===== config.mk =====
export PLATFORM = sky130hd
export DESIGN_NAME = wb_data_port
export DESIGN_NICKNAME = d
export VERILOG_FILES = /design/src/common/core_pkg.sv /design/src/lsu/wb_data_port.sv
export SDC_FILE = /design/constraint.sdc
export NUM_CORES = 1
export LEC_CHECK = 0
export BUFFER_PORTS_ARGS = -buffer_cell sky130_fd_sc_hd__buf_2
export CAP_MARGIN = 30
export CORE_MARGIN = 8
export CORE_UTILIZATION = 40
export CTS_BUF_LIST = sky130_fd_sc_hd__clkbuf_8
export DETAILED_ROUTE_END_ITERATION = 10
export HOLD_SLACK_MARGIN = 0.15
export PLACE_DENSITY = 0.68
export SKIP_LAST_GASP = 1
export SYNTH_ARGS = -nofsm -noshare
export SYNTH_HDL_FRONTEND = slang
export SYNTH_SLANG_ARGS = --single-unit

===== constraint.sdc =====
create_clock -name clk -period 8.6 [get_ports clk]
set_clock_uncertainty 0.2 [all_clocks]
set_input_delay 0.43 -clock clk [delete_from_list [all_inputs] [get_ports clk]]
set_output_delay 0.43 -clock clk [all_outputs]
set_load 0.005 [all_outputs]

===== src/common/core_pkg.sv =====
`default_nettype none

package core_pkg;

    // data and address width
    localparam int xlen = 64;

    // clint address window and its two registers
    localparam logic [xlen-1:0] clint_base         = 64'h0000_0000_0200_0000;
    localparam logic [xlen-1:0] clint_last         = 64'h0000_0000_0200_BFFF;
    localparam logic [xlen-1:0] clint_mtimecmp_adr = 64'h0000_0000_0200_4000;
    localparam logic [xlen-1:0] clint_mtime_adr    = 64'h0000_0000_0200_BFF8;

    // memory opcodes, the U variants zero extend
    typedef enum logic [3:0] {
        MEM_NONE = 4'd0,
        MEM_B    = 4'd1,
        MEM_H    = 4'd2,
        MEM_W    = 4'd3,
        MEM_D    = 4'd4,
        MEM_BU   = 4'd5,
        MEM_HU   = 4'd6,
        MEM_WU   = 4'd7
    } mem_op_e;

    // item handed over by execute
    typedef struct packed {
        mem_op_e          mem_op;
        logic             mem_wr;
        logic [xlen-1:0]  alu_res;
        logic [xlen-1:0]  rs2;
        logic [4:0]       rd;
        logic             reg_wr;
        logic [xlen-1:0]  pc;
    } lsu_req_t;

    // result for writeback
    typedef struct packed {
        logic [4:0]       rd;
        logic             reg_wr;
        logic [xlen-1:0]  wdata;
        logic [xlen-1:0]  pc;
    } wb_res_t;

    // bypass network
    typedef struct packed {
        logic             valid;
        logic [4:0]       rd;
        logic [xlen-1:0]  data;
    } fwd_t;

    // one ram access, size is log2 of the byte count
    typedef struct packed {
        logic [xlen-1:0]  adr;
        logic [xlen-1:0]  dat;
        logic [1:0]       size;
        logic             wr;
    } bus_req_t;

endpackage

`default_nettype wire


===== src/lsu/wb_data_port.sv =====
`default_nettype none

module wb_data_port (
    input  wire logic                      clk,
    input  wire logic                      i_reset,
    input  wire logic                      i_start,
    input  wire core_pkg::bus_req_t        i_req,
    input  wire logic                      i_drop,
    output logic                           o_done,
    output logic [core_pkg::xlen-1:0]      o_rdata,
    output logic                           o_cyc,
    output logic                           o_stb,
    output logic                           o_we,
    output logic [core_pkg::xlen-1:0]      o_adr,
    output logic [core_pkg::xlen-1:0]      o_dat,
    output logic [core_pkg::xlen/8-1:0]    o_sel,
    input  wire logic [core_pkg::xlen-1:0] i_dat,
    input  wire logic                      i_ack
);
    import core_pkg::*;

    typedef enum logic [1:0] {
        IDLE,
        BUS,
        HOLD
    } port_state_e;

    port_state_e     state;
    logic            drop_pend;
    bus_req_t        req_q;
    bus_req_t        cur;
    logic [xlen-1:0] rdata_q;
    logic [2:0]      offset;
    logic            active;

    // first cycle drives straight from the request
    assign cur    = (state == IDLE) ? i_req : req_q;
    assign offset = cur.adr[2:0];
    assign active = (state == BUS) || ((state == IDLE) && i_start);

    assign o_cyc = active;
    assign o_stb = active;
    assign o_we  = cur.wr;
    assign o_adr = {cur.adr[xlen-1:3], 3'b000};
    assign o_dat = cur.dat << {offset, 3'b000};

    always_comb begin
        case (cur.size)
            2'd0:    o_sel = 8'h01 << offset;
            2'd1:    o_sel = 8'h03 << offset;
            2'd2:    o_sel = 8'h0f << offset;
            default: o_sel = 8'hff;
        endcase
    end

    always_ff @(posedge clk) begin
        if (i_reset) begin
            state     <= IDLE;
            drop_pend <= 1'b0;
        end else begin
            case (state)
                IDLE: begin
                    drop_pend <= 1'b0;
                    if (i_start) begin
                        state <= BUS;
                    end
                end
                BUS: begin
                    // the cycle always completes, a drop only marks it
                    if (i_drop) begin
                        drop_pend <= 1'b1;
                    end
                    if (i_ack) begin
                        state <= HOLD;
                    end
                end
                default: begin
                    if (i_drop || drop_pend) begin
                        state     <= IDLE;
                        drop_pend <= 1'b0;
                    end
                end
            endcase
        end
    end

    always_ff @(posedge clk) begin
        if ((state == IDLE) && i_start) begin
            req_q <= i_req;
        end
        if ((state == BUS) && i_ack) begin
            rdata_q <= i_dat;
        end
    end

    assign o_done  = (state == HOLD);
    assign o_rdata = rdata_q;

    // strobe and request lines hold still until the slave answers
    assert property (@(posedge clk) disable iff (i_reset)
        o_stb && !i_ack |=> o_stb && $stable(o_adr) && $stable(o_dat)
            && $stable(o_sel) && $stable(o_we));

endmodule

`default_nettype wire


# Yosys cells after proc, flatten, opt, wreduce, memory -nomap -nowiden
# Cells that the tools add are included.
# totals
regBits,198
out_inout_bits,204
wordCells,36
# classes
eq_ne,7
shift,4
mux,9
reduce_logical,9
# ops
operator,count
131-bit 2-to-1 mux,1
64-bit by 6-bit left shift with 64-bit output,1
8-bit one-hot mux with 3 select lines,1
"1-bit by 3-bit left shift with 8-bit output, first input constant",1
"2-bit by 3-bit left shift with 8-bit output, first input constant",1
"4-bit by 3-bit left shift with 8-bit output, first input constant",1
2-bit 2-to-1 mux,3
"2-bit != test, second input constant",3
"2-bit by 1-bit == test with 1-bit output, second input constant",2
"2-bit == test, second input constant",2
2-bit logical NOT,2
2-bit one-hot mux with 2 select lines,1
3-bit AND reduction,1
3-bit nonzero test,1
1-bit logical AND,2
1-bit logical OR,2
1-bit 2-to-1 mux,2
1-bit one-hot mux with 2 select lines,1
2-bit AND reduction,1

# Logic depth before layout (Yosys ltp)
# depth
ltp_word,4
depth_mapped,12
ltp_nobuf,7

# Least setup slack after synthesis
# No wires, ideal clock.
# synth_path
kind,register -> register
from,register state[0]
to,"register req_q[0] (netlist bit), enable pin"
setup_time_ns,0.506
t_arrival_ns,4.309
required_ns,7.894
setup_slack_ns,3.585
path_stages_with_launch,7
path_buffers,4
path_cell_list,dfxtp_1 buf_2 buf_4 nor2_4 buf_2 buf_2 and2_1
# synth_between
elab_chain_len,2
# synth_rtl
item,line,rtl
"start, declared",wb_data_port.sv:28,port_state_e state;
"start signal, assigned",wb_data_port.sv:58,state <= IDLE;
"start signal, assigned",wb_data_port.sv:65,state <= BUS;
"start signal, assigned",wb_data_port.sv:74,state <= HOLD;
2-bit logical NOT,wb_data_port.sv:88,if ((state == IDLE) && i_start) begin
1-bit logical AND,wb_data_port.sv:88,
"end signal, assigned",wb_data_port.sv:89,req_q <= i_req;
"end, declared",wb_data_port.sv:30,bus_req_t req_q;
# No other way between the ends.
# A chain may end at the register's enable or synchronous reset.

# Final worst setup path
# layout_path
from,register state[1]
to,output port o_dat[51] (netlist bit)
# layout_between
elab_chain_len,3
# layout_rtl
item,line,rtl
2-bit logical NOT,wb_data_port.sv:37,assign cur = (state == IDLE) ? i_req : req_q;
131-bit 2-to-1 mux,wb_data_port.sv:37,
64-bit by 6-bit left shift with 64-bit output,wb_data_port.sv:45,"assign o_dat = cur.dat << {offset, 3'b000};"
"end, declared",wb_data_port.sv:15,"output logic [core_pkg::xlen-1:0] o_dat,"
# No other way between the ends.

==> metrics.md <==
| Metric | Value |
|---|---|
| Avg WL per Cell | `22.2 um` |
| Hold endpoint | `req_q[68]$_DFFE_PP_` |
| Clk_lat worst skew | `0.46 ns` |
| CTS clock-pin slew for the worst setup and hold paths | `0.10 ns` |
| Status | `finished clean` |
| Yosys warning count | `0` |
| R2R setup slack | `5.14 ns` |
| Die Wd | `178 um` |
| Overall Power | `2.50 mW` |
| Setup bufs post-CTS | `0` |
| R2R Path Start | `state[1]$_SDFFE_PP0P_` |
| Hold Vio Cnt, Final | `0` |
| HP Class | `input port to flop` |
| Number of synthesized flops with an enable pin | `195` |
| First-pass GRT wire length | `59.0 mm` |
| Share of Yosys cell area claimed by the top area cell type | `0.560` |
| Cell area after synthesis | `10500 um^2` |
| Largest stage delay, worst path | `0.92 ns` |
| Period utilization | `0.508` |
| GRT Total Usage | `0.245` |
| FF+latch count, synth | `198` |
| Largest net degree at the start of global routing | `87` |
| Area grow syn2layout | `44.0%` |
| RSZ-0062 raised after global routing | `false` |
| Largest area contributor in the netlist | `edfxtp_1` |
| Nets@finish | `1659` |
| # resized after CTS | `0` |
| Die Footprint | `31600 um^2` |
| H-tree depth | `4` |
| Fin cells | `1809` |
| Critical Path, Cell by Cell | `nor2_4, buf_4, o21a_1, o221ai_1, buf_2` |
| Crit-path max FO | `75` |
| Placed cell area | `12600 um^2` |
| Finish-stage setup viols | `0` |
| Io pins | `404` |
| Most common cell in the netlist | `nand2_1` |
| P_leak | `6.78 nW` |
| Final global-route overflow total | `0` |
| Initial antenna violation count | `6` |
| Design area | `15100 um^2` |
| Top_reg_cell synth | `edfxtp_1` |
| Worst R2R End | `req_q[43]$_DFFE_PP_` |
| CTS Buf Count | `17` |
| Commonest cells post-synth | `244 x nand2_1, 195 x edfxtp_1, 163 x mux2i_1` |
| Pwr Density | `166 nW/um^2` |
| Number of global-route vias before repair | `10109` |
| Root buf cell | `clkbuf_8` |
| Crit start category | `flop` |
| Post-synthesis async set-or-reset flop share | `0` |
| Die span in y | `178 um` |
| Seq/Total Area, Yosys | `0.566` |
| DR pass1 iterations | `5` |
| Initial Utilization | `0.405` |
| CP Class | `flop to output port` |
| Final setup TNS | `0 ns` |
| Synth top area cells | `edfxtp_1 56%, mux2i_1 16%, nand2_1 8.8%` |
| Peak VDD IR | `0.000113 V` |
| Worst path required time | `7.97 ns` |
| I/O Buffers | `400` |
| Multi-input logic area | `4190 um^2` |
| Worst hold path depth | `1` |
| Vias/cell | `5.42` |
| Critical path data arrival time | `3.74 ns` |
| HPWL after DPL | `27.0 mm` |
| Number of instances in the placed design | `1575` |
| Distinct cell type count after synthesis | `54` |
| Routed Antenna Nets | `0` |
| Mapped Avg Cell Area | `11.7 um^2` |
| Total Wirelength | `40.1 mm` |
| Cells after synthesis | `890` |
| FMAX | `229 MHz` |
| Row cnt | `59` |
| Vias | `9798` |
| Hold_sp | `i_req[68]` |
| Sequential Area | `5920 um^2` |
| Pin slew with the least headroom to its limit | `1.10 ns` |
| CTS tree | `done` |
| FILL cells | `2155` |
| Layout cell share with drive strength beyond 1 | `0.325` |
| Fin crit period | `4.37 ns` |
| Bufs on Longest Clock Path | `2` |
| Slowest CP cell | `o21a_1` |
| Core area | `25800 um^2` |
| Num Clock Sinks | `198` |
| Max-cap violations | `0` |
| Initial DRC count | `922` |
| Cells on worst reg2reg path | `5` |
| RD Place Congestion | `0.897` |
| DR DRC count | `0` |
| Slew HR | `0.264` |
| CP endpoint kind | `output port` |
| Fin. max-slew vios | `0` |
==> layout make-up <==
class / count / share of cell area
antenna: 5 / 0.000831
clock buffer: 17 / 0.0155
clock inverter: 15 / 0.0116
inverter: 3 / 0.000748
multi-input combinational: 626 / 0.278
sequential: 198 / 0.393
tap: 335 / 0.0278
timing repair buffer: 610 / 0.272
==> kinds of logic after synthesis <==
| logic type | after synthesis | synth area share |
|---|---|---|
| AO/OA/AOI/OAI | 109 | 0.0795 |
| flip-flops | 198 | 0.566 |
| buffers and inverters | 68 | 0.0360 |
| AND/OR/NAND/NOR | 325 | 0.133 |
| other | 1 | 0.000359 |
| adder cells (fa/ha/maj) | 3 | 0.00359 |
| multiplexers | 186 | 0.182 |
==> how the worst max path moves through the flow <==
stage                              end  depth (start not counted)  slack [ns]                   from
floorplan           req_q[0]$_DFFE_PP_                          6        3.58  state[0]$_SDFFE_PP0P_
global placement             o_dat[49]                          6        4.90              i_req[68]
detailed placement           o_dat[34]                          5        4.77  state[1]$_SDFFE_PP0P_
CTS                          o_dat[34]                          5        4.25  state[1]$_SDFFE_PP0P_
global route                 o_dat[63]                          5        4.01  state[1]$_SDFFE_PP0P_
finish                       o_dat[51]                          5        4.23  state[1]$_SDFFE_PP0P_
==> worst max-delay path, delay by kind of cell, from the launching register on <==
kind | cells | cell delay (ns)
compound gates | 2 | 1.18
buf+inv | 2 | 1.02
simple gates | 1 | 0.53
flops | 1 | 0.52
==> sequential cells by signal, summed over array words and instances (netlist names) <==
register	cells
req_q	131
state	2
drop_pend	1
o_rdata	64
==> metrics by stage <==
step | util | hold slack [ns] | setup slack (ns)
3_5_place_dp | 0.489 | 0.379 | 4.77
6_report | 0.583 | 0.369 | 4.23
4_1_cts | 0.581 | 0.329 | 4.25
2_1_floorplan | - | 0.302 | 3.58
5_1_grt | 0.582 | 0.331 | 4.01
3_3_place_gp | 0.488 | 0.374 | 4.90
==> power breakdown <==
part	switching [mW]	leakage [nW]	internal (mW)
Combinational	0.408	4.71	0.316
Sequential	0.0260	1.86	1.13
Clock	0.395	0.205	0.224
Total	0.829	6.78	1.67
==> cells in the final DEF, fill, tap and decap left out, drive strengths merged, types with 5 or more instances in the layout <==
master	Yosys	layout
or3	16	16
edfxtp	195	195
diode	0	5
inv	3	10
clkinv	0	8
nor2b	11	11
nand2	246	246
dlygate4sd3	0	196
and2	10	10
buf	52	414
a21oi	14	14
o21ai	20	20
a221oi	8	8
nor2	25	25
a221o	7	7
o221ai	20	20
a211oi	14	14
mux2	23	23
a32oi	14	14
clkbuf	13	17
mux2i	163	163
==> per-layer routing <==
layer / global-route usage / routed length, um
met5: 0 / 8
met4: 0.121 / 1870
met3: 0.0715 / 3760
met2: 0.406 / 19300
met1: 0.286 / 15200
==> timing repair <==
item,4_1_cts,5_1_grt
hold endpoints to repair,196,0
setup endpoints to repair,0,0
hold buffers,196,0
(Power assumes the default switching activity.)
