`src/common/core_pkg.sv`:
```
`default_nettype none

package core_pkg;

    // data and address width
    localparam int xlen = 64;

    // clint address window and its two registers
    localparam logic [xlen-1:0] clint_base         = 64'h0000_0000_0200_0000;
    localparam logic [xlen-1:0] clint_last         = 64'h0000_0000_0200_BFFF;
    localparam logic [xlen-1:0] clint_mtimecmp_adr = 64'h0000_0000_0200_4000;
    localparam logic [xlen-1:0] clint_mtime_adr    = 64'h0000_0000_0200_BFF8;

    // memory opcodes, the U variants zero extend
    typedef enum logic [3:0] {
        MEM_NONE = 4'd0,
        MEM_B    = 4'd1,
        MEM_H    = 4'd2,
        MEM_W    = 4'd3,
        MEM_D    = 4'd4,
        MEM_BU   = 4'd5,
        MEM_HU   = 4'd6,
        MEM_WU   = 4'd7
    } mem_op_e;

    // item handed over by execute
    typedef struct packed {
        mem_op_e          mem_op;
        logic             mem_wr;
        logic [xlen-1:0]  alu_res;
        logic [xlen-1:0]  rs2;
        logic [4:0]       rd;
        logic             reg_wr;
        logic [xlen-1:0]  pc;
    } lsu_req_t;

    // result for writeback
    typedef struct packed {
        logic [4:0]       rd;
        logic             reg_wr;
        logic [xlen-1:0]  wdata;
        logic [xlen-1:0]  pc;
    } wb_res_t;

    // bypass network
    typedef struct packed {
        logic             valid;
        logic [4:0]       rd;
        logic [xlen-1:0]  data;
    } fwd_t;

    // one ram access, size is log2 of the byte count
    typedef struct packed {
        logic [xlen-1:0]  adr;
        logic [xlen-1:0]  dat;
        logic [1:0]       size;
        logic             wr;
    } bus_req_t;

endpackage

`default_nettype wire

```
`src/lsu/load_align.sv`:
```
`default_nettype none

module load_align (
    input  wire logic [core_pkg::xlen-1:0] i_word,
    input  wire logic [2:0]                i_offset,
    input  wire core_pkg::mem_op_e         i_op,
    output logic [core_pkg::xlen-1:0]      o_data
);
    import core_pkg::*;

    logic [xlen-1:0] lane;

    // move the addressed byte to bit 0
    assign lane = i_word >> {i_offset, 3'b000};

    always_comb begin
        case (i_op)
            MEM_B: begin
                o_data = {{(xlen - 8){lane[7]}}, lane[7:0]};
            end
            MEM_H: begin
                o_data = {{(xlen - 16){lane[15]}}, lane[15:0]};
            end
            MEM_W: begin
                o_data = {{(xlen - 32){lane[31]}}, lane[31:0]};
            end
            MEM_BU: begin
                o_data = {{(xlen - 8){1'b0}}, lane[7:0]};
            end
            MEM_HU: begin
                o_data = {{(xlen - 16){1'b0}}, lane[15:0]};
            end
            MEM_WU: begin
                o_data = {{(xlen - 32){1'b0}}, lane[31:0]};
            end
            // doublewords and non-loads pass through
            default: begin
                o_data = i_word;
            end
        endcase
    end

endmodule

`default_nettype wire

```
`src/lsu/lsu.sv`:
```
`default_nettype none

module lsu (
    input  wire logic                      clk,
    input  wire logic                      i_reset,
    input  wire logic                      i_req_valid,
    input  wire core_pkg::lsu_req_t        i_req,
    output logic                           o_req_ready,
    output logic                           o_wb_valid,
    output core_pkg::wb_res_t              o_wb_res,
    input  wire logic                      i_wb_allowin,
    input  wire logic                      i_flush,
    output core_pkg::fwd_t                 o_fwd,
    output logic                           o_bus_start,
    output core_pkg::bus_req_t             o_bus_req,
    input  wire logic                      i_bus_done,
    input  wire logic [core_pkg::xlen-1:0] i_bus_rdata,
    output logic                           o_clint_we,
    output logic                           o_clint_re,
    output logic [core_pkg::xlen-1:0]      o_clint_adr,
    output logic [core_pkg::xlen-1:0]      o_clint_wdata,
    input  wire logic [core_pkg::xlen-1:0] i_clint_rdata
);
    import core_pkg::*;

    logic            mem_req;
    logic            rd_en;
    logic            wr_en;
    logic            is_clint;
    logic            is_ram;
    logic [1:0]      size;
    logic            bus_busy;
    logic            bus_stale;
    logic            ram_ready;
    logic            ready_go;
    logic            handoff;
    logic            release_item;
    logic [xlen-1:0] raw_word;
    logic [xlen-1:0] load_data;
    logic [xlen-1:0] wdata;

    // opcode decode
    assign mem_req = (i_req.mem_op != MEM_NONE);
    assign rd_en   = mem_req && !i_req.mem_wr;
    assign wr_en   = mem_req && i_req.mem_wr;

    always_comb begin
        case (i_req.mem_op)
            MEM_B, MEM_BU: size = 2'd0;
            MEM_H, MEM_HU: size = 2'd1;
            MEM_W, MEM_WU: size = 2'd2;
            default:       size = 2'd3;
        endcase
    end

    // address decode
    assign is_clint = (i_req.alu_res >= clint_base) && (i_req.alu_res <= clint_last);
    assign is_ram   = mem_req && !is_clint;

    // a stale request belongs to an item that was flushed while on the bus
    assign ram_ready = bus_busy && !bus_stale && i_bus_done;
    assign ready_go  = !is_ram || ram_ready;

    assign o_wb_valid   = i_req_valid && ready_go && !i_flush;
    assign o_req_ready  = !i_req_valid || i_flush || (ready_go && i_wb_allowin);
    assign handoff      = o_wb_valid && i_wb_allowin;
    assign release_item = i_req_valid && o_req_ready;

    // ram request, one per item
    assign o_bus_start   = i_req_valid && is_ram && !bus_busy && !i_flush;
    assign o_bus_req.adr  = i_req.alu_res;
    assign o_bus_req.dat  = i_req.rs2;
    assign o_bus_req.size = size;
    assign o_bus_req.wr   = wr_en;

    always_ff @(posedge clk) begin
        if (i_reset) begin
            bus_busy  <= 1'b0;
            bus_stale <= 1'b0;
        end else if (o_bus_start) begin
            bus_busy <= 1'b1;
        end else if (bus_stale) begin
            // wait for the port to return the discarded result
            if (i_bus_done) begin
                bus_busy  <= 1'b0;
                bus_stale <= 1'b0;
            end
        end else if (bus_busy && release_item) begin
            if (i_bus_done) begin
                bus_busy <= 1'b0;
            end else begin
                bus_stale <= 1'b1;
            end
        end
    end

    // clint store lands only when the item leaves
    assign o_clint_we    = handoff && is_clint && wr_en;
    assign o_clint_re    = i_req_valid && is_clint && rd_en;
    assign o_clint_adr   = i_req.alu_res;
    assign o_clint_wdata = i_req.rs2;

    assign raw_word = is_clint ? i_clint_rdata : i_bus_rdata;

    load_align u_load_align (
        .i_word   (raw_word),
        .i_offset (i_req.alu_res[2:0]),
        .i_op     (i_req.mem_op),
        .o_data   (load_data)
    );

    assign wdata = rd_en ? load_data : i_req.alu_res;

    assign o_wb_res.rd     = i_req.rd;
    assign o_wb_res.reg_wr = i_req.reg_wr;
    assign o_wb_res.wdata  = wdata;
    assign o_wb_res.pc     = i_req.pc;

    assign o_fwd.valid = handoff && i_req.reg_wr;
    assign o_fwd.rd    = i_req.rd;
    assign o_fwd.data  = wdata;

    // the port must be free whenever a new request starts
    assert property (@(posedge clk) disable iff (i_reset)
        o_bus_start |-> !i_bus_done);

    // a ram result waiting on writeback stays in the port
    assert property (@(posedge clk) disable iff (i_reset)
        i_req_valid && ram_ready && !o_req_ready |=> i_bus_done && $stable(i_bus_rdata));

endmodule

`default_nettype wire

```
`config.mk`:
```
export PLATFORM = sky130hd
export DESIGN_NAME = lsu
export DESIGN_NICKNAME = d
export VERILOG_FILES = /design/src/common/core_pkg.sv /design/src/lsu/load_align.sv /design/src/lsu/lsu.sv
export SDC_FILE = /design/constraint.sdc
export NUM_CORES = 1
export LEC_CHECK = 0
export ABC_AREA = 1
export BUFFER_PORTS_ARGS = -buffer_cell sky130_fd_sc_hd__buf_2
export CAP_MARGIN = 20
export CORE_AREA = 2 2 314 316
export CTS_BUF_LIST = sky130_fd_sc_hd__clkbuf_2 sky130_fd_sc_hd__clkbuf_4 sky130_fd_sc_hd__clkbuf_8
export CTS_CLUSTER_DIAMETER = 30
export CTS_CLUSTER_SIZE = 14
export DETAILED_ROUTE_END_ITERATION = 7
export DIE_AREA = 0 0 316 318
export GPL_ROUTABILITY_DRIVEN = 1
export PLACE_DENSITY = 0.3
export REMOVE_ABC_BUFFERS = 1
export SETUP_SLACK_MARGIN = 0.15
export SLEW_MARGIN = 0
export SYNTH_ARGS = -nofsm -noshare
export SYNTH_HDL_FRONTEND = slang
export SYNTH_SLANG_ARGS = --single-unit
```
`constraint.sdc`:
```
create_clock -name clk -period 3.4 [get_ports clk]
set_input_delay 0.34 -clock clk [delete_from_list [all_inputs] [get_ports clk]]
set_output_delay 0.34 -clock clk [all_outputs]
set_load 0.1 [all_outputs]
```
=== Word-level counts from Yosys, hierarchy flattened ===
Index checks and enable logic that the tools add are counted.

* ROM bits: 0
* Memories kept: 0
* RAM bits: 0
* Register bits: 2
* Input port bits: 337
* Latch bits: 0

* Multiply operators: 0
* Div/mod/pow operators: 0
* Equality and inequality tests: 6
* Bitwise gates (word level): 0
* Reduce and logical (&&, ||, !) cells: 35
* Mux-type cells: 11
* Shift operators: 1
* $lt $le $gt $ge: 2
* $add $sub $neg: 0

{| class="wikitable"
|+ Operators with widths
! cell !! number
|-
| $pmux 64 s6 || 1
|-
| $mux 64 || 2
|-
| $ge 64x26->1 const B || 1
|-
| $le 64x26->1 const B || 1
|-
| $shr 64x6->32 || 1
|-
| $logic_and 1x1->1 || 20
|-
| $eq 4x3->1 const B || 3
|-
| $eq 4x2->1 const B || 2
|-
| $logic_not 1->1 || 7
|-
| $mux 1 || 7
|-
| $pmux 2 s3 || 1
|-
| $reduce_or 2->1 || 3
|-
| $eq 4x1->1 const B || 1
|-
| $reduce_bool 4->1 || 1
|-
| $logic_or 1x1->1 || 3
|-
| $reduce_bool 3->1 || 1
|}

=== Depth between registers and ports, before layout ===
* Word-level depth: 13
* Depth in mapped cells: 20

=== Modules after synthesis ===
From an unflattened synthesis, not the netlist that was laid out.

* Cell total of the unflattened synthesis: 1338
* Area total of the unflattened synthesis: 7589.8 um^2

{| class="wikitable"
|+ Modules (own cells, without submodules)
! module !! cells each !! times used !! area an instance (um^2)
|-
| lsu || 785 || 1 || 5061.1
|-
| load_align || 553 || 1 || 2528.7
|}

=== Least setup slack after synthesis ===
Ideal clock, no wire load.

* Kind: input to output
* Start point: in i_req[135] in the netlist's numbering
* End point: out o_clint_we
* Data required time: 3060 ps
* Buffers on the path: 3
* Cell stages on the path: 15
* Arrival time: 5277 ps
* Slack: -2217 ps
* Cell sequence: buf_4 nand2_4 nor2_1 nand2_1 o21ai_4 nand3_4 buf_6 buf_6 nand2_1 inv_1 nand2_1 nand2_1 inv_1 nand2_1 nor4_1

* Cells in the longest elaborated chain, start to end: 11

{| class="wikitable"
|+ Ends and longest elaborated chain
! item !! RTL line !! text
|-
| start, declared || lsu.sv:7 || <nowiki>input wire core_pkg::lsu_req_t i_req,</nowiki>
|-
| $ge 64x26->1 or $le 64x26->1 (tied branches) || lsu.sv:57 || <nowiki>assign is_clint = (i_req.alu_res >= clint_base) && (i_req.alu_res <= clint_last);</nowiki>
|-
| $logic_and 1x1->1 * || lsu.sv:57 ||
|-
| $logic_not 1->1 * || lsu.sv:58 || <nowiki>assign is_ram = mem_req && !is_clint;</nowiki>
|-
| $logic_and 1x1->1 * || lsu.sv:58 ||
|-
| $logic_not 1->1 * || lsu.sv:62 || <nowiki>assign ready_go = !is_ram || ram_ready;</nowiki>
|-
| $logic_or 1x1->1 * || lsu.sv:62 ||
|-
| $logic_and 1x1->1 * (2 in a row) || lsu.sv:64 || <nowiki>assign o_wb_valid = i_req_valid && ready_go && !i_flush;</nowiki>
|-
| via o_wb_valid || lsu.sv:9 || <nowiki>output logic o_wb_valid,</nowiki>
|-
| $logic_and 1x1->1 * || lsu.sv:66 || <nowiki>assign handoff = o_wb_valid && i_wb_allowin;</nowiki>
|-
| $logic_and 1x1->1 * (2 in a row) || lsu.sv:98 || <nowiki>assign o_clint_we = handoff && is_clint && wr_en;</nowiki>
|-
| end, declared || lsu.sv:18 || <nowiki>output logic o_clint_we,</nowiki>
|}

Mark *: on every way through the listed nets, which the timed path passes. The rest lies on a longest branch.

==> run metrics <==
number of maximum-capacitance violations=0; CP startpoint=i_req[193]; Worst-path clk slew=approximately 0.030 ns; Worst Hold Launch=i_reset; total clock buffers created by CTS=3; CP max FO=6; proportion of synthesized chip area in sequential cells=less than 1%; static power due to leakage=7.37 nW; crit path capture type=output pin; Post-Syn Area=between 7000 and 8000 um2; remaining number of nets flagged by the antenna check after routing=0; residual overflow from global routing=0; area overhead of the layout relative to synthesis=95.1%; number of core rows=around 120; synthesis-stage register bit count=2; largest net degree at the start of global routing=67; starting density of the core=8.10%; Top-Level Pins=just over 800; final non-filler cell total=roughly 3.1k; clock insertion delay at the later pin of the skew report=0.21 ns; Mapped Cells=approximately 1.5k; post-layout instance area=roughly 15000 um2; power per unit of standard cell area=roughly 280 nW/um2; vias in the first global route=about 11k; wire length of the first global-routing pass=about 130000 um; VDD IR-drop max=between 150 and 200 uV; average wire length per cell after detail routing=~33 um; category of the most critical setup path=in2out; final setup fails=22; Final min period=around 3.4 ns; Detailed Route WL=~100000 um; final core utilization=about 16%; most used cells in the layout excluding fill and tap cells=311 x sky130_fd_sc_hd__buf_2, 280 x sky130_fd_sc_hd__nand2_1, 247 x sky130_fd_sc_hd__buf_4, 160 x sky130_fd_sc_hd__buf_12, 154 x sky130_fd_sc_hd__nand3_1; critical-path cell list=buf_2 > nor2_2 > nand2_4 > nor2_4 > buf_6 > nand2_4 > nor2_4 > buf_6 > nand4_1 > nand3_2 > nand3_2 > nand3_2 > nand3_4 > nand3_4 > buf_4 > buf_6 > buf_16 > nor2_4 > nor2_2 > buf_6 > buf_12; Max-Slew Margin vs Limit=a little under three fifths; total global routing track utilization=between 10% and 20%; cell chosen for the clock root=sky130_fd_sc_hd__clkbuf_8; Final period util=101%; CTS tree=yes; warning count from the yosys run=0; startpoint type of the worst setup path=input pin; Data arrival, critical path=between 3 and 4 ns; Crit-path slowest cell=sky130_fd_sc_hd__nor2_4; Final nets=approximately 2.2k; required time at the worst-slack endpoint=approximately 3 ns; share of layout cells above drive strength 1=58.9%; Via density=between 3 and 4; Max Transition Viols Final=0; routability congestion estimate from global placement=roughly 0.8; mean area per synthesized cell=5.33 um2; CTS Sinks=2; worst min-delay path class=in2reg; Worst Tran Pin Value=approximately 0.64 ns; die width=316 um; Final TNS setup=-0.306 ns; standard cell area after detailed placement=~13000 um2; failing checks=negative setup slack; cell occurring most often along the worst timing path=sky130_fd_sc_hd__buf_6; final worst clock skew=about 0.0019 ns; leading cell type in the layout, fill and taps excluded=sky130_fd_sc_hd__buf_2; initial antenna violation count=54; Final WS setup=-0.0267 ns; largest stage delay on the critical path=0.23 ns; Yosys cell types=31; Final HPWL DP=85200 um; DIE AREA=approximately 100000 um2; placed instance count=about 3.1k; detailed-route via count=between 10k and 15k; unrepaired setup endpoints after global routing=yes; # hold bufs at CTS=0; depth of the CTS H-tree=1; final routed DRC violation total=0; reg-to-reg critical path startpoint=bus_busy; number of I/O port buffers=469; maximum clock rate=around 0.29 GHz; Die Height=between 300 and 400 um; length of the first detailed-routing pass in iterations=5; outcome=finished, violations left; Bufs on Longest Clock Path=2; Final Hold Fails=0; core region area=just under 100000 um2; Starting DRT DRC Count=730
per-stage QoR:
| step | power (mW) | hold slack [ns] | worst slack (ns) |
|---|---|---|---|
| after floorplan | 1.63 | 0.409 | -3.66 |
| after global placement | 3.89 | 0.477 | -0.482 |
| after detailed placement | 3.88 | 0.480 | -0.448 |
| after CTS | 4.21 | 0.306 | -0.0266 |
| after global routing | 4.42 | 0.313 | -0.195 |
| final | 4.27 | 0.317 | -0.0267 |
timing repair:
item	CTS	global route
resized for setup	355	156
cloned	6	1
pin swaps	46	71
endpoints found under the setup margin	127	129
buffers inserted	39	19
final timing paths:
check / endpoint / slack (ns) / depth (start not counted)
setup reg to reg: bus_busy / 2.17 / 9
hold reg to reg: bus_stale / 0.49 / 2
hold / removal: bus_busy / 0.32 / 2
setup / recovery: o_wb_res[125] / -0.03 / 21
per-layer routing:
layer	share of wire, %	vias up	track usage, %
met4	1.4	71	1.77
met5	2.0	-	13.5
met1	41	5262	23.5
met3	20	135	17.5
li1	-	5055	-
met2	36	1113	24.4
area by class of cell:
cell class / instances / area (um2)
Tap cell: 1287 / 1610
Timing Repair Buffer: 818 / 7910
Sequential cell: 2 / 40.0
Inverter: 97 / 365
Antenna cell: 8 / 20.0
Fill cell: 11237 / 82000
Clock buffer: 3 / 41.3
Multi-Input combinational cell: 915 / 5400
synth_stat cells:
| library cell | instances | area (um2) |
|---|---|---|
| sky130_fd_sc_hd__a21o_1 | 9 | 67.6 |
| sky130_fd_sc_hd__a21oi_1 | 30 | 150 |
| sky130_fd_sc_hd__a31oi_1 | 5 | 31.3 |
| sky130_fd_sc_hd__and2_1 | 8 | 50.1 |
| sky130_fd_sc_hd__buf_1 | 11 | 41.3 |
| sky130_fd_sc_hd__buf_2 | 8 | 40.0 |
| sky130_fd_sc_hd__buf_4 | 397 | 2980 |
| sky130_fd_sc_hd__buf_6 | 13 | 146 |
| sky130_fd_sc_hd__clkbuf_1 | 38 | 143 |
| sky130_fd_sc_hd__clkinv_1 | 3 | 11.3 |
| sky130_fd_sc_hd__dfxtp_1 | 2 | 40.0 |
| sky130_fd_sc_hd__inv_1 | 91 | 342 |
| sky130_fd_sc_hd__inv_2 | 3 | 11.3 |
| sky130_fd_sc_hd__nand2_1 | 364 | 1370 |
| sky130_fd_sc_hd__nand2_2 | 2 | 12.5 |
| sky130_fd_sc_hd__nand2_4 | 1 | 11.3 |
| sky130_fd_sc_hd__nand3_1 | 176 | 881 |
| sky130_fd_sc_hd__nand3_2 | 2 | 20.0 |
| sky130_fd_sc_hd__nand3_4 | 4 | 70.1 |
| sky130_fd_sc_hd__nand4_1 | 45 | 282 |
| sky130_fd_sc_hd__nor2_1 | 167 | 627 |
| sky130_fd_sc_hd__nor2_2 | 3 | 18.8 |
| sky130_fd_sc_hd__nor2_4 | 1 | 11.3 |
| sky130_fd_sc_hd__nor3_1 | 3 | 15.0 |
| sky130_fd_sc_hd__nor4_1 | 1 | 6.26 |
| sky130_fd_sc_hd__o211ai_1 | 2 | 15.0 |
| sky130_fd_sc_hd__o21a_1 | 5 | 37.5 |
| sky130_fd_sc_hd__o21ai_0 | 49 | 245 |
| sky130_fd_sc_hd__o21ai_1 | 30 | 150 |
| sky130_fd_sc_hd__o21ai_2 | 6 | 52.6 |
| sky130_fd_sc_hd__o21ai_4 | 1 | 16.3 |
power breakdown:
group	internal [mW]	total [mW]	switching (mW)
Sequential	0.0248	0.0258	0.000978
Combinational	1.31	4.14	2.83
Clock	0.0750	0.0953	0.0203
Total	1.41	4.27	2.85
logic make-up (layout without fill, tap and decap cells):
kind of cell    Yosys count  after routing  synth area share [%]
compound gates          137            137                  9.70
buf+inv                 564            918                  47.1
simple gates            777            778                  42.7
other cells               0              8                     0
flops                     2              2                 0.507
critical path: cells and delay by family:
kind | cells | cell delay (ns)
buf+inv | 8 | 1.12
simple gates | 13 | 1.62
state kept, by name, indices dropped and copies added (netlist names):
name	flops
bus_busy	1
bus_stale	1
No activity file was read; power rests on OpenSTA's default activity.
