**src/common/core_pkg.sv**
```systemverilog
`default_nettype none

package core_pkg;

    // data and address width
    localparam int xlen = 64;

    // clint address window and its two registers
    localparam logic [xlen-1:0] clint_base         = 64'h0000_0000_0200_0000;
    localparam logic [xlen-1:0] clint_last         = 64'h0000_0000_0200_BFFF;
    localparam logic [xlen-1:0] clint_mtimecmp_adr = 64'h0000_0000_0200_4000;
    localparam logic [xlen-1:0] clint_mtime_adr    = 64'h0000_0000_0200_BFF8;

    // memory opcodes, the U variants zero extend
    typedef enum logic [3:0] {
        MEM_NONE = 4'd0,
        MEM_B    = 4'd1,
        MEM_H    = 4'd2,
        MEM_W    = 4'd3,
        MEM_D    = 4'd4,
        MEM_BU   = 4'd5,
        MEM_HU   = 4'd6,
        MEM_WU   = 4'd7
    } mem_op_e;

    // item handed over by execute
    typedef struct packed {
        mem_op_e          mem_op;
        logic             mem_wr;
        logic [xlen-1:0]  alu_res;
        logic [xlen-1:0]  rs2;
        logic [4:0]       rd;
        logic             reg_wr;
        logic [xlen-1:0]  pc;
    } lsu_req_t;

    // result for writeback
    typedef struct packed {
        logic [4:0]       rd;
        logic             reg_wr;
        logic [xlen-1:0]  wdata;
        logic [xlen-1:0]  pc;
    } wb_res_t;

    // bypass network
    typedef struct packed {
        logic             valid;
        logic [4:0]       rd;
        logic [xlen-1:0]  data;
    } fwd_t;

    // one ram access, size is log2 of the byte count
    typedef struct packed {
        logic [xlen-1:0]  adr;
        logic [xlen-1:0]  dat;
        logic [1:0]       size;
        logic             wr;
    } bus_req_t;

endpackage

`default_nettype wire

```
**src/clint.sv**
```systemverilog
`default_nettype none

module clint (
    input  wire logic                      clk,
    input  wire logic                      i_reset,
    input  wire logic                      i_we,
    input  wire logic                      i_re,
    input  wire logic [core_pkg::xlen-1:0] i_adr,
    input  wire logic [core_pkg::xlen-1:0] i_wdata,
    output logic [core_pkg::xlen-1:0]      o_rdata,
    output logic                           o_mtip
);
    import core_pkg::*;

    logic [xlen-1:0] mtime;
    logic [xlen-1:0] mtimecmp;
    logic [xlen-1:0] word_adr;
    logic            hit_mtime;
    logic            hit_mtimecmp;

    // registers are decoded on their doubleword
    assign word_adr     = {i_adr[xlen-1:3], 3'b000};
    assign hit_mtime    = (word_adr == clint_mtime_adr);
    assign hit_mtimecmp = (word_adr == clint_mtimecmp_adr);

    // free running timer
    always_ff @(posedge clk) begin
        if (i_reset) begin
            mtime <= '0;
        end else begin
            mtime <= mtime + 1'b1;
        end
    end

    // compare value starts out of reach
    always_ff @(posedge clk) begin
        if (i_reset) begin
            mtimecmp <= '1;
        end else if (i_we && hit_mtimecmp) begin
            mtimecmp <= i_wdata;
        end
    end

    always_comb begin
        o_rdata = '0;
        if (i_re) begin
            if (hit_mtime) begin
                o_rdata = mtime;
            end else if (hit_mtimecmp) begin
                o_rdata = mtimecmp;
            end
        end
    end

    assign o_mtip = (mtime >= mtimecmp);

endmodule

`default_nettype wire

```
**config.mk**
```make
export PLATFORM = sky130hd
export DESIGN_NAME = clint
export DESIGN_NICKNAME = d
export VERILOG_FILES = /design/src/common/core_pkg.sv /design/src/clint.sv
export SDC_FILE = /design/constraint.sdc
export NUM_CORES = 1
export LEC_CHECK = 0
export ABC_AREA = 1
export ABC_CLOCK_PERIOD_IN_PS = 1700
export BUFFER_PORTS_ARGS = -buffer_cell sky130_fd_sc_hd__buf_4
export CORE_ASPECT_RATIO = 0.5
export CORE_MARGIN = 5
export CORE_UTILIZATION = 52
export CTS_BUF_LIST = sky130_fd_sc_hd__clkbuf_2 sky130_fd_sc_hd__clkbuf_4 sky130_fd_sc_hd__clkbuf_8
export DETAILED_ROUTE_END_ITERATION = 10
export GPL_ROUTABILITY_DRIVEN = 0
export PLACE_DENSITY_LB_ADDON = 0.05
export SYNTH_ARGS = -nofsm -noshare
export SYNTH_HDL_FRONTEND = slang
export SYNTH_SLANG_ARGS = --single-unit
export TNS_END_PERCENT = 50
```
**constraint.sdc**
```tcl
create_clock -name clk -period 1.7 [get_ports clk]
set_clock_uncertainty 0.15 [all_clocks]
set_input_delay 0.34 -clock clk [delete_from_list [all_inputs] [get_ports clk]]
set_output_delay 0.34 -clock clk [all_outputs]
set_load 0.05 [all_outputs]
```
==> results of run 1 <==
[through the flow]
step	setup slack (ns)	cells	area, µm²	TNS (ns)	utilization
after CTS	-1.11	2253	16900	-52.16	0.959
after floorplan	-0.414	1520	10300	-26.68	-
after global placement	-0.715	2124	13800	-83.62	0.781
after detailed placement	-0.814	2124	13800	-90.73	0.781
[synth_stat cells, drive strengths merged]
master / count / share of area
a211oi: 1 / 0.00079
a21o: 3 / 0.0024
a21oi: 140 / 0.074
buf: 40 / 0.021
clkbuf: 45 / 0.018
clkinv: 1 / 0.00039
dfxtp: 128 / 0.27
ha: 65 / 0.086
inv: 176 / 0.069
nand2: 327 / 0.13
nand3: 111 / 0.059
nand3b: 1 / 0.00079
nand4: 219 / 0.14
nor2: 180 / 0.076
nor3: 41 / 0.023
nor3b: 1 / 0.00079
o21a: 4 / 0.0032
o21ai: 26 / 0.014
or2: 5 / 0.0033
xnor2: 1 / 0.00092
xor2: 5 / 0.0046
[kinds of logic after synthesis]
kind of cell / Yosys count
simple gates: 885
fa+ha+maj: 65
compound gates: 174
xor+xnor: 6
buf+inv: 262
flops: 128
[repair_timing]
action                                 CTS
endpoints found under the hold margin   10
cloned                                  31
buffers inserted                        57
hold buffers                            10
resized for setup                      372
setup endpoints to repair              183
pin swaps                              165
==> summary.md, run 1 <==
| Metric | Value |
|---|---|
| Status | aborted with a tool error |
| Failing step | 5_1_grt |
| Tool error | [ERROR DPL-0038] Utilization greater than 100%, impossible to legalize |
| Post-synthesis cell count | 1,520 |
| Post-Synth XOR/XNOR Area | 0.00553 |
| Mux contribution to synthesized area | 0 |
| Max Root-Sink Buffers | 2 |
| Synth cell types | 30 |
| I/O pin total | 197 |
| Pin count of the biggest net entering global routing | 55 |
| Synthesis-stage register bit count | 128 |
| Post-DP HPWL | 30,100 µm |
| Register area share after synthesis | 0.269 |
| Die width | 201 µm |
| WEP type | primary output |
| Syn. warnings | 0 |
| Root Driver | clkbuf_8 |
| CTS Buf Count | 17 |
| GRT worst endpoint | o_mtip |
| H-Tree Depth | 4 |
| Die Span Y | 106 µm |
| Syn Area/Cell | 6.26 µm² |
| Synth Area in Simple Gates | 0.437 |
| Synth Area in Adders | 0.0855 |
| Mapped Area | 9510 µm² |
| Initial Util | 0.539 |
| Largest family of logic cells by synthesized area | simple AND/OR/NAND/NOR gates |
| Port Buf Inserts | 193 |
| Synth Net Count | 1,717 |
| # rows | 34 |
| Post-synthesis compound-gate area fraction | 0.0937 |
| Clock sink count | 128 |
==> inputs of run 2 (changes only) <==
==> config.mk (replaced) <==
export PLATFORM = sky130hd
export DESIGN_NAME = clint
export DESIGN_NICKNAME = d
export VERILOG_FILES = /design/src/common/core_pkg.sv /design/src/clint.sv
export SDC_FILE = /design/constraint.sdc
export NUM_CORES = 1
export LEC_CHECK = 0
export ABC_AREA = 1
export ABC_CLOCK_PERIOD_IN_PS = 2200
export BUFFER_PORTS_ARGS = -buffer_cell sky130_fd_sc_hd__buf_4
export CORE_MARGIN = 5
export CORE_UTILIZATION = 40
export DETAILED_ROUTE_END_ITERATION = 10
export GPL_ROUTABILITY_DRIVEN = 0
export PLACE_DENSITY_LB_ADDON = 0.15
export SYNTH_ARGS = -nofsm -noshare
export SYNTH_HDL_FRONTEND = slang
export SYNTH_SLANG_ARGS = --single-unit
export TNS_END_PERCENT = 50
==> constraint.sdc (replaced) <==
create_clock -name clk -period 2.2 [get_ports clk]
set_clock_uncertainty 0.15 [all_clocks]
set_input_delay 0.44 -clock clk [delete_from_list [all_inputs] [get_ports clk]]
set_output_delay 0.44 -clock clk [all_outputs]
set_load 0.05 [all_outputs]
==> run 2 against run 1 <==
Compared with the run above: the flow now finishes, with violations (setup timing); area after synthesis unchanged; synthesized cell count unchanged.
==> summary.md, run 2 <==
| Metric | Value |
|---|---|
| Number of flops mapped to enable cells by yosys | 0 |
| Type of origin of the critical path | register |
| Initial Util | 0.405 |
| Area contributors post-synth | dfxtp_1, nand4_1, nand2_1, ha_1, a21oi_1 |
| CTS tree | done |
| Non-Filler Instances | 2,214 |
| First-pass GRT wire length | 60,000 µm |
| Mux contribution to synthesized area | 0 |
| Crit. End Element | primary output |
| Total GRT Usage | 0.277 |
| Placed instance count | 2,145 |
| Slowest cell on crit path | dfxtp_1 |
| Vias in the first global route | 11,990 |
| Worst skew pair latency | 0.43 ns |
| Syn. warnings | 0 |
| WS Path Type | reg -> out |
| R2r worst-path depth | 10 |
| Fill cells | 2,037 |
| # nets final | 2,079 |
| DRT Pass-1 Iters | 5 |
| Synthesis-stage register bit count | 128 |
| Yosys top cell area share | 0.269 |
| Post-DP HPWL | 27,600 µm |
| Leakage power | 6.71 nW |
| Most used cell, CP | nand2_1 |
| Vias post-DR | 12,066 |
| Fin crit share | 1.27 |
| Synth Flop Type | dfxtp_1 |
| I/O pin total | 197 |
| DR vias/cell | 5.45 |
| Mapped Area | 9510 µm² |
| H-Tree Depth | 4 |
| Worst Setup Slack, final | -0.604 ns |
| Drt total wl | 38,000 µm |
| Crit path max fanout | 2 |
| Synth Net Count | 1,717 |
| Synth cell types | 30 |
| CTS Buf Count | 17 |
| Post-Synth XOR/XNOR Area | 0.00553 |
| Async set-reset flop share out of synthesis | 0 |
| Failing checks | setup timing |
| Ant. Diodes | 0 |
| DR WL/cell | 17.2 µm |
| Max incr delay on CP | 0.32 ns |
| Max Root-Sink Buffers | 2 |
| Post-synthesis cell count | 1,520 |
| Synth top cells by count | nand2_1, nand4_1, inv_1 |
| Largest family of logic cells by synthesized area | simple AND/OR/NAND/NOR gates |
| Top Registers | mtime: 64 flops, mtimecmp: 64 flops |
| Hold depth | 3 |
| Congestion Overflow GR | 0 |
| Die Span Y | 164 µm |
| Worst path required time | 1.61 ns |
| Hold/Removal Path Class | in -> reg |
| Most common cell after layout, fill and taps aside | nand2_1 |
| Final Hold Fails | 0 |
| Pin count of the biggest net entering global routing | 65 |
| Final slew viol count | 0 |
| Critical path data arrival time | 2.21 ns |
| Worst-path clk slew | 0.06 ns |
| Post-placement setup slack | -0.402 ns |
| Period minus WS final | 2.80 ns |
| # rows | 56 |
| Crit-path cells | inv_1, ha_1, nand2_1, inv_1, o21ai_0, nand2_1, a21oi_2, buf_4, nand2_1, nor2_1, nand2_2, buf_8 |
| Synth Area in Adders | 0.0855 |
| Most instantiated library cell after synthesis | nand2_1 |
| Post-synthesis compound-gate area fraction | 0.0937 |
| Drt initial violations | 1,098 |
| Worst-Margin Slew | 0.438 ns |
| Register area share after synthesis | 0.269 |
| Layout cell share with drive strength beyond 1 | 0.314 |
| Max-cap violations | 0 |
| Syn Area/Cell | 6.26 µm² |
| Clock sink count | 128 |
| Core ar. | 23,500 µm² |
| Fmax | 0.357 GHz |
| VDD IR max | 404 µV |
| DRC Markers | 0 |
| Root Driver | clkbuf_16 |
| Synth Area in Simple Gates | 0.437 |
| Power Density | 385 nW/µm² |
| P&R area growth vs syn | 60.1% |
| Finish-stage setup viols | 65 |
| Unrepaired setup endpoints after global routing | true |
| Most frequent cells in the layout | nand2_1, buf_4, nand4_1 |
| Initial antenna violation count | 1 |
| Relative slew margins | 0.707 |
| Area leader, netlist | dfxtp_1 |
| Port Buf Inserts | 193 |
| Antenna Nets Post-Route | 0 |
| Die width | 164 µm |
| Status | finished, violations left |
| Die Area | 27,000 µm² |
==> run 2: report_power, final <==
| group | switching [mW] | leakage, nW | internal (mW) |
|---|---|---|---|
| registers | 0.00293 | 1.03 | 2.32 |
| logic | 0.198 | 5.38 | 0.208 |
| clock network | 1.13 | 0.306 | 2.01 |
| total | 1.33 | 6.71 | 4.54 |
==> run 2: stage by stage <==
stage / util / hold slack (ns) / total power [mW] / setup TNS [ns] / cell area (µm²)
2_1_floorplan: - / 0.301 / 2.52 / -6.99 / 10300
3_3_place_gp: 0.571 / 0.318 / 2.77 / -22.07 / 13400
3_5_place_dp: 0.571 / 0.331 / 2.77 / -24.43 / 13400
4_1_cts: 0.643 / 0.111 / 5.90 / -28.75 / 15100
5_1_grt: 0.649 / 0.130 / 6.04 / -31.74 / 15200
6_report: 0.649 / 0.120 / 5.87 / -26.10 / 15200
==> run 2: kinds of logic after synthesis <==
family | after synthesis
and+or+nand+nor | 885
DFF | 128
adders and majority gates | 65
buffers and inverters | 262
AOI/OAI and AO/OA | 174
xor gates and xnor gates | 6
==> run 2: per-layer routing <==
metal | track usage | part of all wire | up-vias
li1 | - | - | 5919
met1 | 0.354 | 0.42 | 5570
met2 | 0.466 | 0.47 | 506
met3 | 0.0507 | 0.082 | 69
met4 | 0.101 | 0.025 | 2
met5 | 0 | 0.00029 | -
==> run 2: final cells by class <==
type                    count  area (µm²)  area share
multi-input cells        1130        6860       0.450
repair buffers            428        4090       0.268
flip-flops and latches    128        2570       0.169
inverters                 177         669      0.0440
clock buffers              18         429      0.0282
well taps                 319         399      0.0262
clock inverters            14         214      0.0141
==> run 2: critical path: cells and delay by family, from the launching register on <==
family | cells | cell delay [ns]
AO/OA/AOI/OAI | 2 | 0.29
adder cells (fa/ha/maj) | 1 | 0.29
buffers and inverters | 4 | 0.40
flip-flops | 1 | 0.32
AND/OR/NAND/NOR | 5 | 0.48
==> run 2: final timing paths <==
| path | from | to | slack (ns) |
|---|---|---|---|
| worst min register to register | mtimecmp[19] | mtimecmp[19] | 0.34 |
| worst max register to register | mtime[4] | mtime[63] | 0.12 |
| worst max-delay path | mtimecmp[57] | o_mtip | -0.60 |
| worst min-delay path | i_wdata[4] | mtimecmp[4] | 0.12 |
==> run 2: timing repair <==
action / CTS / global route
pin swaps: 59 / 55
resized for setup: 133 / 46
setup endpoints to repair: 65 / 71
buffers inserted: 22 / 12
cloned: 12 / 2
hold buffers: 0 / 0
Note: power is estimated with default switching activity, not from simulation.
==> inputs of run 3 (changes only) <==
--- a/config.mk
+++ b/config.mk
@@ -12,7 +12,7 @@
 export CORE_UTILIZATION = 40
 export DETAILED_ROUTE_END_ITERATION = 10
 export GPL_ROUTABILITY_DRIVEN = 0
-export PLACE_DENSITY_LB_ADDON = 0.15
+export PLACE_DENSITY = 0.61
 export SYNTH_ARGS = -nofsm -noshare
 export SYNTH_HDL_FRONTEND = slang
 export SYNTH_SLANG_ARGS = --single-unit
==> run 3 against run 2 <==
Compared with the run above: the run still ends with setup timing left; critical endpoint unchanged; utilization grew 1.6 points; maximum frequency decreased by 0.44%; critical path type unchanged; first-iteration DRC count down 4.0%; via count is 2.2% higher; total power shrank 2.3%; sequential share of layout area decreased by 0.38 points; sequential cell count is the same; sequential power is essentially flat.
==> summary.md, run 3 (synthesis results as in run 2) <==
| Metric | Value |
|---|---|
| Top Registers | mtime: 64 flops, mtimecmp: 64 flops |
| Crit path max-delay family | simple AND/OR/NAND/NOR gates |
| Die Area | 27,000 µm² |
| Non-Filler Instances | 2,236 |
| Layout cell share with drive strength beyond 1 | 0.336 |
| Hold path start | i_wdata[3] |
| Ant. Diodes | 0 |
| H-Tree Depth | 4 |
| Hold_ws | 0.117 ns |
| Most common cell after layout, fill and taps aside | nand2_1 |
| Total Power | 5.73 mW |
| Pin count of the biggest net entering global routing | 65 |
| Leakage power | 6.83 nW |
| DR WL/cell | 18.2 µm |
| Worst-Margin Slew | 0.433 ns |
| Vias post-DR | 12,327 |
| # rows | 56 |
| Hold depth | 3 |
| # nets final | 2,101 |
| Worst skew pair latency | 0.43 ns |
| Total GRT Usage | 0.297 |
| Relative slew margins | 0.709 |
| TNS Setup | -26.19 ns |
| Worst hold endpoint | mtimecmp[3] |
| CTS tree | done |
| Power Density | 367 nW/µm² |
| Placed instance count | 2,147 |
| Core ar. | 23,500 µm² |
| Period minus WS final | 2.82 ns |
| R2r worst-path depth | 10 |
| Reg2reg start | mtime[4] |
| Most used cell, CP | nand2_1 |
| Post-DP HPWL | 27,800 µm |
| DRT Pass-1 Iters | 6 |
| Critical path origin | mtimecmp[63] |
| Drt initial violations | 1,054 |
| CP Buf/Inv Count | 2 |
| Port Buf Inserts | 193 |
| Drt total wl | 40,800 µm |
| Clock sink count | 128 |
| P&R area growth vs syn | 64.0% |
| Crit path max fanout | 2 |
| Crit-path cells | inv_2, ha_4, nand2_4, nor2_4, nand4_1, nor2_2, nand2_1, nor3b_2, nand2_1, nand2_2, buf_8 |
| Most frequent cells in the layout | nand2_1, buf_4, nand4_1 |
| Vias in the first global route | 12,094 |
| Initial Util | 0.405 |
| DRC Markers | 0 |
| Finish-stage setup viols | 65 |
| Worst-path clk slew | 0.07 ns |
| Worst path required time | 1.61 ns |
| Slowest cell on crit path | dfxtp_2 |
| Crit. End Element | primary output |
| Max incr delay on CP | 0.33 ns |
| Root Driver | clkbuf_16 |
| Status | finished, violations left |
| VDD IR max | 377 µV |
| Hold/Removal Path Class | in -> reg |
| Die Span Y | 164 µm |
| Fmax | 0.355 GHz |
| Max Root-Sink Buffers | 2 |
| Initial antenna violation count | 0 |
| First-pass GRT wire length | 63,500 µm |
| I/O pin total | 197 |
| Reg2reg setup slack | 0.10 ns |
| Critical path data arrival time | 2.23 ns |
| CTS Buf Count | 17 |
| Unrepaired setup endpoints after global routing | true |
| Congestion Overflow GR | 0 |
| Max-cap violations | 0 |
| Failing checks | setup timing |
| Final Hold Fails | 0 |
| Worst Setup Slack, final | -0.616 ns |
| Final slew viol count | 0 |
| Type of origin of the critical path | register |
| Die width | 164 µm |
| WS Path Type | reg -> out |
| DR vias/cell | 5.51 |
| Antenna Nets Post-Route | 0 |
| Fin crit share | 1.28 |
| FF-to-FF End | mtime[33] |
run 3: cell type report:
cell class	instances	area, µm²
inverters	177	674
fillers	2011	7870
flip-flops and latches	128	2570
multi-input cells	1130	6900
repair buffers	450	4440
clock inverters	14	180
well taps	319	399
clock buffers	18	429
run 3: worst max-delay path by stage:
stage	to	cells after the start
2_1_floorplan	o_rdata[11]	8
3_3_place_gp	o_rdata[62]	10
3_5_place_dp	o_rdata[1]	10
4_1_cts	o_mtip	11
5_1_grt	o_mtip	11
6_report	o_mtip	11
run 3: where the power goes:
group          leakage (nW)  internal, mW  switching (mW)
logic                  5.51         0.217           0.209
registers              1.03          2.32         0.00329
clock network         0.292          1.80            1.18
run 3: tightest hold or removal path: stages:
cell	delay, ns
buf_4	0.08
nand4_1	0.08
nand3_1	0.08
run 3: what timing repair did:
action | CTS | global route
pin swaps | 68 | 94
setup buffers | 36 | 17
gates cloned | 20 | 1
endpoints found under the setup margin | 65 | 72
hold buffers | 0 | 0
resized for setup | 136 | 106
run 3: stage by stage:
step	area [µm²]	setup slack (ns)	util
floorplan	10300	-0.114	-
global placement	13500	-0.407	0.573
detailed placement	13500	-0.420	0.573
CTS	15400	-0.646	0.657
global route	15600	-0.702	0.665
finish	15600	-0.616	0.665
run 3: layer usage:
metal  GRT usage  up-vias  share of wire
met5           0        -              0
met4       0.103        0          0.029
met3      0.0668      109          0.083
met2       0.484      558           0.46
met1       0.386     5693           0.42
li1            -     5967              -
==> inputs of run 4 (changes only) <==
--- a/config.mk
+++ b/config.mk
@@ -10,9 +10,11 @@
 export BUFFER_PORTS_ARGS = -buffer_cell sky130_fd_sc_hd__buf_4
 export CORE_MARGIN = 5
 export CORE_UTILIZATION = 40
+export CTS_BUF_LIST = sky130_fd_sc_hd__clkbuf_16
 export DETAILED_ROUTE_END_ITERATION = 10
 export GPL_ROUTABILITY_DRIVEN = 0
 export PLACE_DENSITY = 0.61
+export REMOVE_ABC_BUFFERS = 1
 export SYNTH_ARGS = -nofsm -noshare
 export SYNTH_HDL_FRONTEND = slang
 export SYNTH_SLANG_ARGS = --single-unit
==> run 4 against run 3 <==
Compared with the run above: critical path type unchanged; global-route usage is 2.3 points lower; design area decreased by 4.9%; hold slack better by 0.0053 ns; first-iteration DRC count down 4.6%; combinational power fell by 11%; the run still ends with setup timing left; largest cell class unchanged; cell count down 0.54%; total power shrank 3.4%; largest power group unchanged; highest routed layer unchanged; clock power decreased by 5%.
==> summary.md, run 4 (synthesis results as in run 2) <==
| Metric | Value |
|---|---|
| Layout cell share with drive strength beyond 1 | 0.314 |
| Worst path required time | 1.61 ns |
| Vias in the first global route | 11,873 |
| Hold depth | 3 |
| DR vias/cell | 5.43 |
| DR WL/cell | 17.0 µm |
| Die width | 164 µm |
| Worst Setup Slack, final | -0.581 ns |
| Initial antenna violation count | 0 |
| Crit path max fanout | 2 |
| CTS Buf Count | 17 |
| Crit. End Element | primary output |
| Unrepaired setup endpoints after global routing | true |
| Antenna Nets Post-Route | 0 |
| Root Driver | clkbuf_16 |
| Clock network power share | 0.511 |
| Failing checks | setup timing |
| Hold path start | i_wdata[1] |
| TNS Setup | -27.52 ns |
| First-pass GRT wire length | 59,300 µm |
| Ant. Diodes | 0 |
| Finish-stage setup viols | 65 |
| Worst-Margin Slew | 0.437 ns |
| Drt total wl | 37,900 µm |
| WS Path Type | reg -> out |
| P_sw | 1.26 mW |
| Hold/Removal Path Class | in -> reg |
| # rows | 56 |
| Internal power | 4.28 mW |
| WL met3 | 3080 µm |
| Post-placement setup slack | -0.402 ns |
| Leakage power | 6.75 nW |
| DRT Pass-1 Iters | 5 |
| R2r worst-path depth | 8 |
| Worst skew pair latency | 0.42 ns |
| Fin crit share | 1.26 |
| Vias post-DR | 12,077 |
| Seq pwr share | 0.420 |
| Max-cap violations | 0 |
| Most common cell after layout, fill and taps aside | buf_4 |
| DRC Markers | 0 |
| Die Span Y | 164 µm |
| Total GRT Usage | 0.273 |
| Hold_ws | 0.122 ns |
| Final slew viol count | 0 |
| H-Tree Depth | 4 |
| Reg2reg setup slack | 0.15 ns |
| Pin count of the biggest net entering global routing | 76 |
| Congestion Overflow GR | 0 |
| Non-Filler Instances | 2,224 |
| Post-DP HPWL | 26,400 µm |
| Max Root-Sink Buffers | 2 |
| Core Util, Final | 0.632 |
| Status | finished, violations left |
| P&R area growth vs syn | 55.9% |
| Clock sink count | 128 |
| Max incr delay on CP | 0.35 ns |
| Combinational power share | 0.069 |
| Type of origin of the critical path | register |
| Top Layer Used | met4 |
| Sw frac | 0.227 |
| I/O pin total | 197 |
| Reg2reg start | mtime[35] |
| DR WL met2 | 17,000 µm |
| Wire length on met1 | 16,600 µm |
| # nets final | 2,089 |
| Worst-path clk slew | 0.06 ns |
| Most frequent cells in the layout | buf_4, nand2_1, nand4_1 |
| Fill cells | 2,144 |
| Top Registers | mtime: 64 flops, mtimecmp: 64 flops |
| Crit-path cells | inv_2, ha_4, nand2_4, nor2_4, buf_6, nand4_1, buf_6, a21oi_2, nor2_2, nand2_4, nand2_2, nand2_2, buf_8 |
| Drt initial violations | 1,005 |
| Critical path data arrival time | 2.19 ns |
| CTS tree | done |
| Period minus WS final | 2.78 ns |
| Placed instance count | 2,147 |
| Initial Util | 0.405 |
| Worst hold endpoint | mtimecmp[1] |
| Die Area | 27,000 µm² |
| Port Buf Inserts | 193 |
| FF-to-FF End | mtime[55] |
| Relative slew margins | 0.705 |
| Final Hold Fails | 0 |
| Fmax | 0.360 GHz |
| Core ar. | 23,500 µm² |
| VDD IR max | 529 µV |
| Power Density | 373 nW/µm² |
| Slowest cell on crit path | dfxtp_2 |
-- run 4: cell types whose count changed in the layout (fill, tap and decap cells not counted), moves of 8 or more --
cell	change
buf_6	-22
nor2_2	-9
a21oi_2	+45
a21oi_4	-64
a21oi_1	+19
inv_2	-8
inv_1	+9
buf_8	-8
buf_4	+13
-- run 4: cell type report --
| type | instances | area (µm²) | area share |
|---|---|---|---|
| multi-input combinational | 1130 | 6330 | 0.427 |
| clock inverter | 15 | 151 | 0.0102 |
| tap | 319 | 399 | 0.0269 |
| clock buffer | 17 | 425 | 0.0287 |
| sequential | 128 | 2580 | 0.174 |
| timing repair buffer | 438 | 4280 | 0.289 |
| inverter | 177 | 667 | 0.0450 |
-- run 4: worst max-delay path by stage --
| stage | endpoint | slack (ns) | start | cells after the start |
|---|---|---|---|---|
| floorplan | mtimecmp[0] | -2.45 | i_adr[37] | 7 |
| global placement | o_rdata[26] | -0.40 | i_adr[37] | 10 |
| detailed placement | o_rdata[26] | -0.40 | i_adr[37] | 10 |
| CTS | o_mtip | -0.62 | mtimecmp[30] | 13 |
| global route | o_mtip | -0.68 | mtimecmp[31] | 13 |
| finish | o_mtip | -0.58 | mtimecmp[30] | 13 |
-- run 4: critical path, delay by kind of cell, from the launching register on --
family / cells / cell delay (ns)
AO/OA/AOI/OAI: 1 / 0.11
flip-flops: 1 / 0.35
adder cells (fa/ha/maj): 1 / 0.26
buffers and inverters: 4 / 0.48
AND/OR/NAND/NOR: 7 / 0.57
-- run 4: metrics by stage --
| stage | instance area, µm² | power [mW] |
|---|---|---|
| floorplan | 9140 | 2.45 |
| global placement | 12700 | 2.73 |
| detailed placement | 12700 | 2.74 |
| CTS | 14500 | 5.54 |
| global route | 14800 | 5.69 |
| finish | 14800 | 5.54 |
-- run 4: power groups by stage --
stage | Combinational, mW | Sequential, mW | Clock [mW]
after floorplan | 0.0700 | 2.38 | 0
after global placement | 0.354 | 2.38 | 0
after detailed placement | 0.360 | 2.38 | 0
after CTS | 0.367 | 2.33 | 2.85
after global routing | 0.411 | 2.32 | 2.96
final | 0.381 | 2.33 | 2.83
-- run 4: timing repair --
item / CTS / global route
setup buffers: 30 / 9
gates cloned: 15 / 5
gates resized for setup: 115 / 115
hold buffers: 0 / 0
pin swaps: 62 / 91
setup endpoints to repair: 65 / 114
-- run 4: per-layer routing --
layer  up-vias  track usage
met1      5530        0.369
li1       5945            -
met5         -            0
met4         0       0.0961
met3        80       0.0407
met2       522        0.445
